`config.mk`:
```
export PLATFORM = sky130hd
export DESIGN_NAME = cplx_top
export DESIGN_NICKNAME = d
export VERILOG_FILES = /design/src/cplx_pkg.sv /design/src/cplx_sequencer.sv /design/src/cplx_top.sv /design/src/fifo_endpoint.sv /design/src/fifo_ptr_ctrl.sv /design/src/sram_endpoint.sv
export SDC_FILE = /design/constraint.sdc
export NUM_CORES = 2
export LEC_CHECK = 0
export ABC_AREA = 1
export ABC_CLOCK_PERIOD_IN_PS = 6600
export BUFFER_PORTS_ARGS = -buffer_cell sky130_fd_sc_hd__buf_2
export CAP_MARGIN = 20
export CORE_MARGIN = 1
export CORE_UTILIZATION = 25
export DETAILED_ROUTE_END_ITERATION = 16
export SLEW_MARGIN = 20
export SYNTH_ARGS = -nofsm -noshare
export SYNTH_HDL_FRONTEND = slang
export SYNTH_HIERARCHICAL = 1
export SYNTH_SLANG_ARGS = --single-unit
```
`constraint.sdc`:
```
create_clock -name core_clk -period 6.6 [get_ports core_clk]
set_input_delay 1.32 -clock core_clk [delete_from_list [all_inputs] [get_ports core_clk]]
set_output_delay 1.32 -clock core_clk [all_outputs]
set_load 0.03 [all_outputs]
```
`src/cplx_pkg.sv`:
```
`default_nettype none

package cplx_pkg;

    // Bus widths
    localparam int ADDR_W = 32;
    localparam int DATA_W = 32;

    // Each endpoint owns one 64 KB window
    localparam int WIN_W = 16;
    localparam logic [ADDR_W-1:0] SRAM_BASE = 32'h0001_0000;
    localparam logic [ADDR_W-1:0] FIFO_BASE = 32'h0002_0000;

    // Request opcode
    typedef enum logic {
        op_read  = 1'b0,
        op_write = 1'b1
    } op_e;

    // Response codes, same encoding as AXI RESP
    typedef enum logic [1:0] {
        resp_okay   = 2'b00,
        resp_slverr = 2'b10,
        resp_decerr = 2'b11
    } resp_e;

    // Sequencer FSM states
    typedef enum logic [1:0] {
        st_idle   = 2'b00,
        st_access = 2'b01,
        st_resp   = 2'b10
    } seq_state_e;

endpackage

`default_nettype wire

```
`src/cplx_sequencer.sv`:
```
`timescale 1ns/10ps
`default_nettype none

module cplx_sequencer #(
    parameter int SRAM_AW = 6
) (
    input  wire logic                          core_clk,
    input  wire logic                          cptra_rst_b,
    input  wire logic                          i_req_valid,
    input  wire cplx_pkg::op_e                 i_req_op,
    input  wire logic [cplx_pkg::ADDR_W-1:0]   i_req_addr,
    input  wire logic [cplx_pkg::DATA_W-1:0]   i_req_wdata,
    input  wire logic                          i_rsp_ready,
    input  wire logic                          i_err_en,
    input  wire logic [cplx_pkg::ADDR_W-1:0]   i_err_start,
    input  wire logic [cplx_pkg::ADDR_W-1:0]   i_err_end,
    input  wire logic                          i_fifo_full,
    input  wire logic                          i_fifo_empty,
    input  wire logic [cplx_pkg::DATA_W-1:0]   i_sram_rdata,
    input  wire logic [cplx_pkg::DATA_W-1:0]   i_fifo_rdata,
    output logic                               o_req_ready,
    output logic                               o_rsp_valid,
    output logic [cplx_pkg::DATA_W-1:0]        o_rsp_data,
    output cplx_pkg::resp_e                    o_rsp_resp,
    output logic                               o_sram_wr,
    output logic                               o_sram_rd,
    output logic [SRAM_AW-1:0]                 o_sram_idx,
    output logic                               o_fifo_push,
    output logic                               o_fifo_pop,
    output logic [cplx_pkg::DATA_W-1:0]        o_wdata
);

    localparam int ADDR_W = cplx_pkg::ADDR_W;
    localparam int WIN_W  = cplx_pkg::WIN_W;

    cplx_pkg::seq_state_e state_q;
    cplx_pkg::resp_e      resp_q;
    cplx_pkg::op_e        op_q;

    logic                        hit_sram_q;
    logic                        hit_fifo_q;
    logic                        inj_used_q;
    logic [cplx_pkg::DATA_W-1:0] wdata_q;
    logic [SRAM_AW-1:0]          idx_q;

    logic req_acc;
    logic in_sram;
    logic in_fifo;
    logic inject;
    logic fifo_reject;

    assign req_acc = i_req_valid && o_req_ready;

    // Window decode on the upper address bits
    assign in_sram = (i_req_addr[ADDR_W-1:WIN_W] == cplx_pkg::SRAM_BASE[ADDR_W-1:WIN_W]);
    assign in_fifo = (i_req_addr[ADDR_W-1:WIN_W] == cplx_pkg::FIFO_BASE[ADDR_W-1:WIN_W]);

    // One-shot injection, inclusive range
    assign inject = i_err_en && !inj_used_q &&
                    (i_req_addr >= i_err_start) && (i_req_addr <= i_err_end);

    // FIFO overflow or underflow is refused without a strobe
    assign fifo_reject = hit_fifo_q &&
                         (((op_q == cplx_pkg::op_write) && i_fifo_full) ||
                          ((op_q == cplx_pkg::op_read)  && i_fifo_empty));

    always_ff @(posedge core_clk or negedge cptra_rst_b) begin
        if (!cptra_rst_b) begin
            state_q    <= cplx_pkg::st_idle;
            resp_q     <= cplx_pkg::resp_okay;
            hit_sram_q <= 1'b0;
            hit_fifo_q <= 1'b0;
            inj_used_q <= 1'b0;
        end else begin
            case (state_q)
                cplx_pkg::st_idle: begin
                    if (req_acc) begin
                        state_q    <= cplx_pkg::st_access;
                        hit_sram_q <= in_sram && !inject;
                        hit_fifo_q <= in_fifo && !inject;
                        if (inject) begin
                            resp_q     <= cplx_pkg::resp_slverr;
                            inj_used_q <= 1'b1;
                        end else if (in_sram || in_fifo) begin
                            resp_q <= cplx_pkg::resp_okay;
                        end else begin
                            resp_q <= cplx_pkg::resp_decerr;
                        end
                    end
                end
                cplx_pkg::st_access: begin
                    state_q <= cplx_pkg::st_resp;
                    if (fifo_reject) begin
                        resp_q <= cplx_pkg::resp_slverr;
                    end
                end
                cplx_pkg::st_resp: begin
                    if (i_rsp_ready) begin
                        state_q <= cplx_pkg::st_idle;
                    end
                end
                default: begin
                    state_q <= cplx_pkg::st_idle;
                end
            endcase
        end
    end

    // Request payload captured at acceptance
    always_ff @(posedge core_clk) begin
        if (req_acc) begin
            op_q    <= i_req_op;
            wdata_q <= i_req_wdata;
            idx_q   <= i_req_addr[2 +: SRAM_AW];
        end
    end

    assign o_req_ready = (state_q == cplx_pkg::st_idle);
    assign o_rsp_valid = (state_q == cplx_pkg::st_resp);

    // One strobe at most, only in the access cycle
    assign o_sram_wr   = (state_q == cplx_pkg::st_access) && hit_sram_q &&
                         (op_q == cplx_pkg::op_write);
    assign o_sram_rd   = (state_q == cplx_pkg::st_access) && hit_sram_q &&
                         (op_q == cplx_pkg::op_read);
    assign o_fifo_push = (state_q == cplx_pkg::st_access) && hit_fifo_q &&
                         (op_q == cplx_pkg::op_write) && !i_fifo_full;
    assign o_fifo_pop  = (state_q == cplx_pkg::st_access) && hit_fifo_q &&
                         (op_q == cplx_pkg::op_read) && !i_fifo_empty;

    assign o_sram_idx = idx_q;
    assign o_wdata    = wdata_q;

    // Read data only for successful reads
    assign o_rsp_data = (o_rsp_valid && (resp_q == cplx_pkg::resp_okay) &&
                         (op_q == cplx_pkg::op_read)) ?
                        (hit_sram_q ? i_sram_rdata : i_fifo_rdata) : '0;
    assign o_rsp_resp = resp_q;

endmodule

`default_nettype wire

```
`src/cplx_top.sv`:
```
`timescale 1ns/10ps
`default_nettype none

module cplx_top #(
    parameter int SRAM_AW = 6,
    parameter int FIFO_DW = 3
) (
    input  wire logic                          core_clk,
    input  wire logic                          cptra_rst_b,
    input  wire logic                          i_req_valid,
    input  wire cplx_pkg::op_e                 i_req_op,
    input  wire logic [cplx_pkg::ADDR_W-1:0]   i_req_addr,
    input  wire logic [cplx_pkg::DATA_W-1:0]   i_req_wdata,
    input  wire logic                          i_rsp_ready,
    input  wire logic                          i_err_en,
    input  wire logic [cplx_pkg::ADDR_W-1:0]   i_err_start,
    input  wire logic [cplx_pkg::ADDR_W-1:0]   i_err_end,
    input  wire logic                          i_fifo_clear,
    output logic                               o_req_ready,
    output logic                               o_rsp_valid,
    output logic [cplx_pkg::DATA_W-1:0]        o_rsp_data,
    output cplx_pkg::resp_e                    o_rsp_resp,
    output logic                               o_fifo_avail
);

    // Sequencer to endpoint strobes
    logic                        sram_wr;
    logic                        sram_rd;
    logic [SRAM_AW-1:0]          sram_idx;
    logic                        fifo_push;
    logic                        fifo_pop;
    logic [cplx_pkg::DATA_W-1:0] wdata;

    // Endpoint status and read data
    logic                        fifo_full;
    logic                        fifo_empty;
    logic [cplx_pkg::DATA_W-1:0] sram_rdata;
    logic [cplx_pkg::DATA_W-1:0] fifo_rdata;

    cplx_sequencer #(
        .SRAM_AW (SRAM_AW)
    ) u_seq (
        .core_clk     (core_clk),
        .cptra_rst_b  (cptra_rst_b),
        .i_req_valid  (i_req_valid),
        .i_req_op     (i_req_op),
        .i_req_addr   (i_req_addr),
        .i_req_wdata  (i_req_wdata),
        .i_rsp_ready  (i_rsp_ready),
        .i_err_en     (i_err_en),
        .i_err_start  (i_err_start),
        .i_err_end    (i_err_end),
        .i_fifo_full  (fifo_full),
        .i_fifo_empty (fifo_empty),
        .i_sram_rdata (sram_rdata),
        .i_fifo_rdata (fifo_rdata),
        .o_req_ready  (o_req_ready),
        .o_rsp_valid  (o_rsp_valid),
        .o_rsp_data   (o_rsp_data),
        .o_rsp_resp   (o_rsp_resp),
        .o_sram_wr    (sram_wr),
        .o_sram_rd    (sram_rd),
        .o_sram_idx   (sram_idx),
        .o_fifo_push  (fifo_push),
        .o_fifo_pop   (fifo_pop),
        .o_wdata      (wdata)
    );

    sram_endpoint #(
        .SRAM_AW (SRAM_AW)
    ) u_sram (
        .core_clk (core_clk),
        .i_wr     (sram_wr),
        .i_rd     (sram_rd),
        .i_idx    (sram_idx),
        .i_wdata  (wdata),
        .o_rdata  (sram_rdata)
    );

    fifo_endpoint #(
        .FIFO_DW (FIFO_DW)
    ) u_fifo (
        .core_clk    (core_clk),
        .cptra_rst_b (cptra_rst_b),
        .i_push      (fifo_push),
        .i_pop       (fifo_pop),
        .i_clear     (i_fifo_clear),
        .i_wdata     (wdata),
        .o_rdata     (fifo_rdata),
        .o_full      (fifo_full),
        .o_empty     (fifo_empty),
        .o_avail     (o_fifo_avail)
    );

endmodule

`default_nettype wire

```
`src/fifo_endpoint.sv`:
```
`timescale 1ns/10ps
`default_nettype none

module fifo_endpoint #(
    parameter int FIFO_DW = 3
) (
    input  wire logic                        core_clk,
    input  wire logic                        cptra_rst_b,
    input  wire logic                        i_push,
    input  wire logic                        i_pop,
    input  wire logic                        i_clear,
    input  wire logic [cplx_pkg::DATA_W-1:0] i_wdata,
    output logic [cplx_pkg::DATA_W-1:0]      o_rdata,
    output logic                             o_full,
    output logic                             o_empty,
    output logic                             o_avail
);

    localparam int DEPTH = 2 ** FIFO_DW;

    logic [cplx_pkg::DATA_W-1:0] mem [DEPTH];
    logic [FIFO_DW-1:0]          wr_ptr;
    logic [FIFO_DW-1:0]          rd_ptr;

    fifo_ptr_ctrl #(
        .FIFO_DW (FIFO_DW)
    ) u_ptr_ctrl (
        .core_clk    (core_clk),
        .cptra_rst_b (cptra_rst_b),
        .i_push      (i_push),
        .i_pop       (i_pop),
        .i_clear     (i_clear),
        .o_wr_ptr    (wr_ptr),
        .o_rd_ptr    (rd_ptr),
        .o_full      (o_full),
        .o_empty     (o_empty)
    );

    // Storage follows the same gating as the pointers
    always_ff @(posedge core_clk) begin
        if (i_push && !o_full && !i_clear) begin
            mem[wr_ptr] <= i_wdata;
        end
    end

    // Head entry captured on pop
    always_ff @(posedge core_clk) begin
        if (i_pop && !o_empty) begin
            o_rdata <= mem[rd_ptr];
        end
    end

    assign o_avail = !o_empty;

endmodule

`default_nettype wire

```
`src/fifo_ptr_ctrl.sv`:
```
`timescale 1ns/10ps
`default_nettype none

module fifo_ptr_ctrl #(
    parameter int FIFO_DW = 3
) (
    input  wire logic         core_clk,
    input  wire logic         cptra_rst_b,
    input  wire logic         i_push,
    input  wire logic         i_pop,
    input  wire logic         i_clear,
    output logic [FIFO_DW-1:0] o_wr_ptr,
    output logic [FIFO_DW-1:0] o_rd_ptr,
    output logic              o_full,
    output logic              o_empty
);

    localparam logic [FIFO_DW:0] DEPTH = (FIFO_DW+1)'(2 ** FIFO_DW);

    logic [FIFO_DW:0] level_q;
    logic             do_push;
    logic             do_pop;

    // Ignore push when full and pop when empty
    assign do_push = i_push && !o_full;
    assign do_pop  = i_pop && !o_empty;

    always_ff @(posedge core_clk or negedge cptra_rst_b) begin
        if (!cptra_rst_b) begin
            o_wr_ptr <= '0;
            o_rd_ptr <= '0;
            level_q  <= '0;
        end else if (i_clear) begin
            o_wr_ptr <= '0;
            o_rd_ptr <= '0;
            level_q  <= '0;
        end else begin
            // Pointers wrap naturally at the array size
            if (do_push) begin
                o_wr_ptr <= o_wr_ptr + 1'b1;
            end
            if (do_pop) begin
                o_rd_ptr <= o_rd_ptr + 1'b1;
            end
            case ({do_push, do_pop})
                2'b10:   level_q <= level_q + 1'b1;
                2'b01:   level_q <= level_q - 1'b1;
                default: level_q <= level_q;
            endcase
        end
    end

    assign o_full  = (level_q == DEPTH);
    assign o_empty = (level_q == '0);

endmodule

`default_nettype wire

```
`src/sram_endpoint.sv`:
```
`timescale 1ns/10ps
`default_nettype none

module sram_endpoint #(
    parameter int SRAM_AW = 6
) (
    input  wire logic                        core_clk,
    input  wire logic                        i_wr,
    input  wire logic                        i_rd,
    input  wire logic [SRAM_AW-1:0]          i_idx,
    input  wire logic [cplx_pkg::DATA_W-1:0] i_wdata,
    output logic [cplx_pkg::DATA_W-1:0]      o_rdata
);

    localparam int WORDS = 2 ** SRAM_AW;

    logic [cplx_pkg::DATA_W-1:0] mem [WORDS];

    // Known contents at simulation start
    initial begin
        mem = '{default: '0};
    end

    // Write lands on the strobe edge
    always_ff @(posedge core_clk) begin
        if (i_wr) begin
            mem[i_idx] <= i_wdata;
        end
    end

    // Registered read, data valid the edge after the strobe
    always_ff @(posedge core_clk) begin
        if (i_rd) begin
            o_rdata <= mem[i_idx];
        end
    end

endmodule

`default_nettype wire

```
==> flow_summary.ini <==
[logic_synthesis]
yosys-top-cells-area = edfxtp_1, nand2_1, inv_1
syn_nets = 10373
synth_seq_area_share = 0.703
ys_seq_elements = 2424
yosys_warnings = 6
yosys.area.top_type = edfxtp_1
synth_top_area_share = 0.699
synth.distinct_cells = 37
syn_area_um2 = 103000
avgSynthCellArea_um2 = 10.2
syn_inst = 10169

[clocking]
cts_setup_buffers = 0
tritoncts = done
cts_resized = 0
cts-htree-levels = 4
clock_latency_ps = 900
cts_made_buffers = 230
cts.sinks = 2424
postCtsHoldBufs = 0
ctsLongestPathBuffers = 4
clk_pin_slew_ps = 60
root_buffer = clkbuf_16

[timing]
relSlewSlack = 0.153
fin_crit_sh = 0.677
fmax_ghz = 0.224
rsz0062_at_grt = no
worstMarginPinSlew_ps = 1270
setup-violations-final = 0
slew_viol_final = 0
fin_setup_tns_ps = 0
fin_skew_ps = 95.3
worst_slack_ps = 2130
min_period_ps = 4470
hold_violations = 0

[global_route]
grt_max_degree = 190
grt_first_pass_wirelength_um = 444000
grt_pass1_vias = 65075
grtUsageTotal = 0.142
overflow = 0
antenna_found_initial = 20

[worst_setup_path]
reg2reg_depth = 13
worstPathArrival_ps = 3150
r2r_start = u_seq/o_sram_idx[0]
cp-start-kind = flop
worstPathMaxFanout = 34
startpoint = u_seq/hit_sram_q
path_class = reg -> out
critPathRequiredTime_ps = 5280
reg2reg_slack_ps = 2700
end_kind = output pin
crit_end = o_rsp_data[10]
reg2reg_to = u_sram/o_rdata[20]

[status]
status = complete, no violations

[floorplan]
start_util = 0.252
die_h_um = 645
fp-row-count = 235
core_region_area_um2 = 411000
dieArea_um2 = 416000
ios = 172
die_w_um = 645

[pwr]
cellLeakagePower_nw = 48.6
switchingPower_mw = 10.5
ir_drop_uv = 293
clkPwrFrac = 0.353
swShare = 0.288
comb_power_share = 0.161
power.density_nw_per_um2 = 309
seqPwrFrac = 0.486
internal_power_mw = 26.0

[worst_hold_path]
hp-class = in -> async

[placement]
placed_cells = 15499
place_ws_ps = 2770
hpwl_um = 171000
port_buffers = 171
gp_congestion = 0.861

[routing]
first_pass_iters = 6
wl_per_cell_um = 19.3
drcViolationCount = 0
routed-via-count = 70505
drtIter0Drc = 8332
ant_nets = 0
viasPerCell = 4.43
routed_wl_um = 307000

[cells_and_area]
nFillCells = 41971
drive_gt1_frac = 0.0755
area_delta_synth_final_pct = 14.3
layout.cells.non_filler = 15919
nNetsFinal = 10487
fin_util = 0.288

[job]
cap_violations = 0
==> per-stage QoR <==
stage	cell area [µm²]	hold slack [ps]	power, mW
floorplan	103000	421	21.4
detailed placement	111000	452	23.9
global route	118000	358	37.8
global placement	111000	444	23.8
finish	118000	364	36.5
CTS	118000	318	36.6
==> how the worst min path moves through the flow <==
stage	start	end	slack, ps	cells after the start
final	cptra_rst_b	u_seq/state_q[0]	360	1
after CTS	cptra_rst_b	u_fifo/u_ptr_ctrl/level_q[1]	320	1
after global routing	cptra_rst_b	u_seq/state_q[1]	360	1
after global placement	u_seq/inj_used_q	u_seq/inj_used_q	440	2
after floorplan	u_seq/inj_used_q	u_seq/inj_used_q	420	2
after detailed placement	u_seq/inj_used_q	u_seq/inj_used_q	450	2
==> flip-flops by register name (all words and copies together), names as in the netlist, 2 cells and up <==
signal / cells
u_fifo/o_rdata: 32
u_fifo/u_ptr_ctrl/level_q: 4
u_fifo/u_ptr_ctrl/o_rd_ptr: 3
u_sram/o_rdata: 32
u_sram/mem: 2048
u_seq/o_wdata: 32
u_fifo/u_ptr_ctrl/o_wr_ptr: 3
u_seq/o_rsp_resp: 2
u_seq/o_sram_idx: 6
u_seq/state_q: 2
u_fifo/mem: 256
==> layer usage <==
metal  vias up  share of wire  global-route usage
met5         -       0.000085                   0
met4         4          0.027              0.0384
met3       415          0.092              0.0256
met2      2957           0.44               0.218
met1     34141           0.44               0.205
li1      32988              -                   -
==> cell type report <==
type / count / area (µm²) / share of cell area
diodes: 10 / 25.0 / 0.000212
clock buffers: 280 / 5990 / 0.0506
clock inverters: 127 / 1100 / 0.00932
inverters: 392 / 1500 / 0.0126
multi-input cells: 6872 / 27500 / 0.233
flip-flops and latches: 2424 / 72700 / 0.615
well taps: 5451 / 6820 / 0.0577
repair buffers: 363 / 2540 / 0.0215
==> synth_stat cells, drive strengths merged <==
master,instances
edfxtp,2407
o211ai,5
clkinv,1
ha,68
xnor2,1
clkbuf,152
nand4,4
nor2,185
nand3,154
xor2,1
nor3,14
a21o,3
nand2,6330
or2,7
o21a,4
a21oi,68
nor3b,1
inv,391
dfrtp,17
fa,1
buf,329
o21ai,21
nor4,5
==> power by group through the flow <==
stage | clock network (mW) | registers [mW] | logic [mW]
2_1_floorplan | 0 | 18.3 | 3.09
3_3_place_gp | 0 | 18.1 | 5.78
3_5_place_dp | 0 | 18.1 | 5.80
4_1_cts | 13.1 | 17.7 | 5.82
5_1_grt | 13.6 | 17.7 | 6.40
6_report | 12.9 | 17.7 | 5.88
==> worst max-delay path, stage by stage (launching register included) <==
cell and delay [ps]:
dfrtp_1 360, buf_4 270, clkinv_1 110, buf_4 370, nand2_1 210, a21oi_1 570
buf_2 320
==> logic make-up (layout without fill, tap and decap cells) <==
logic type	count (synthesis)	after routing	synth area share
AND/OR/NAND/NOR	6700	6700	0.246
buffers and inverters	873	1162	0.0366
XOR/XNOR	2	2	0.000169
flip-flops	2424	2424	0.703
adder cells (fa/ha/maj)	69	69	0.00842
other	0	10	0
AO/OA/AOI/OAI	101	101	0.00555
==> placed cells by master (no fill, tap or decap), drive strengths merged, types with 5 or more instances in the layout <==
cell type     n
clkinv      101
nand3       154
clkinvlp      5
o21ai        21
diode        10
nor2        185
dfrtp        17
nor3         14
ha           68
inv         393
nor4          5
or2           7
a21oi        68
bufinv       20
nand2      6330
o211ai        5
clkbuf      280
buf         363
edfxtp     2407
(Power assumes the default switching activity.)
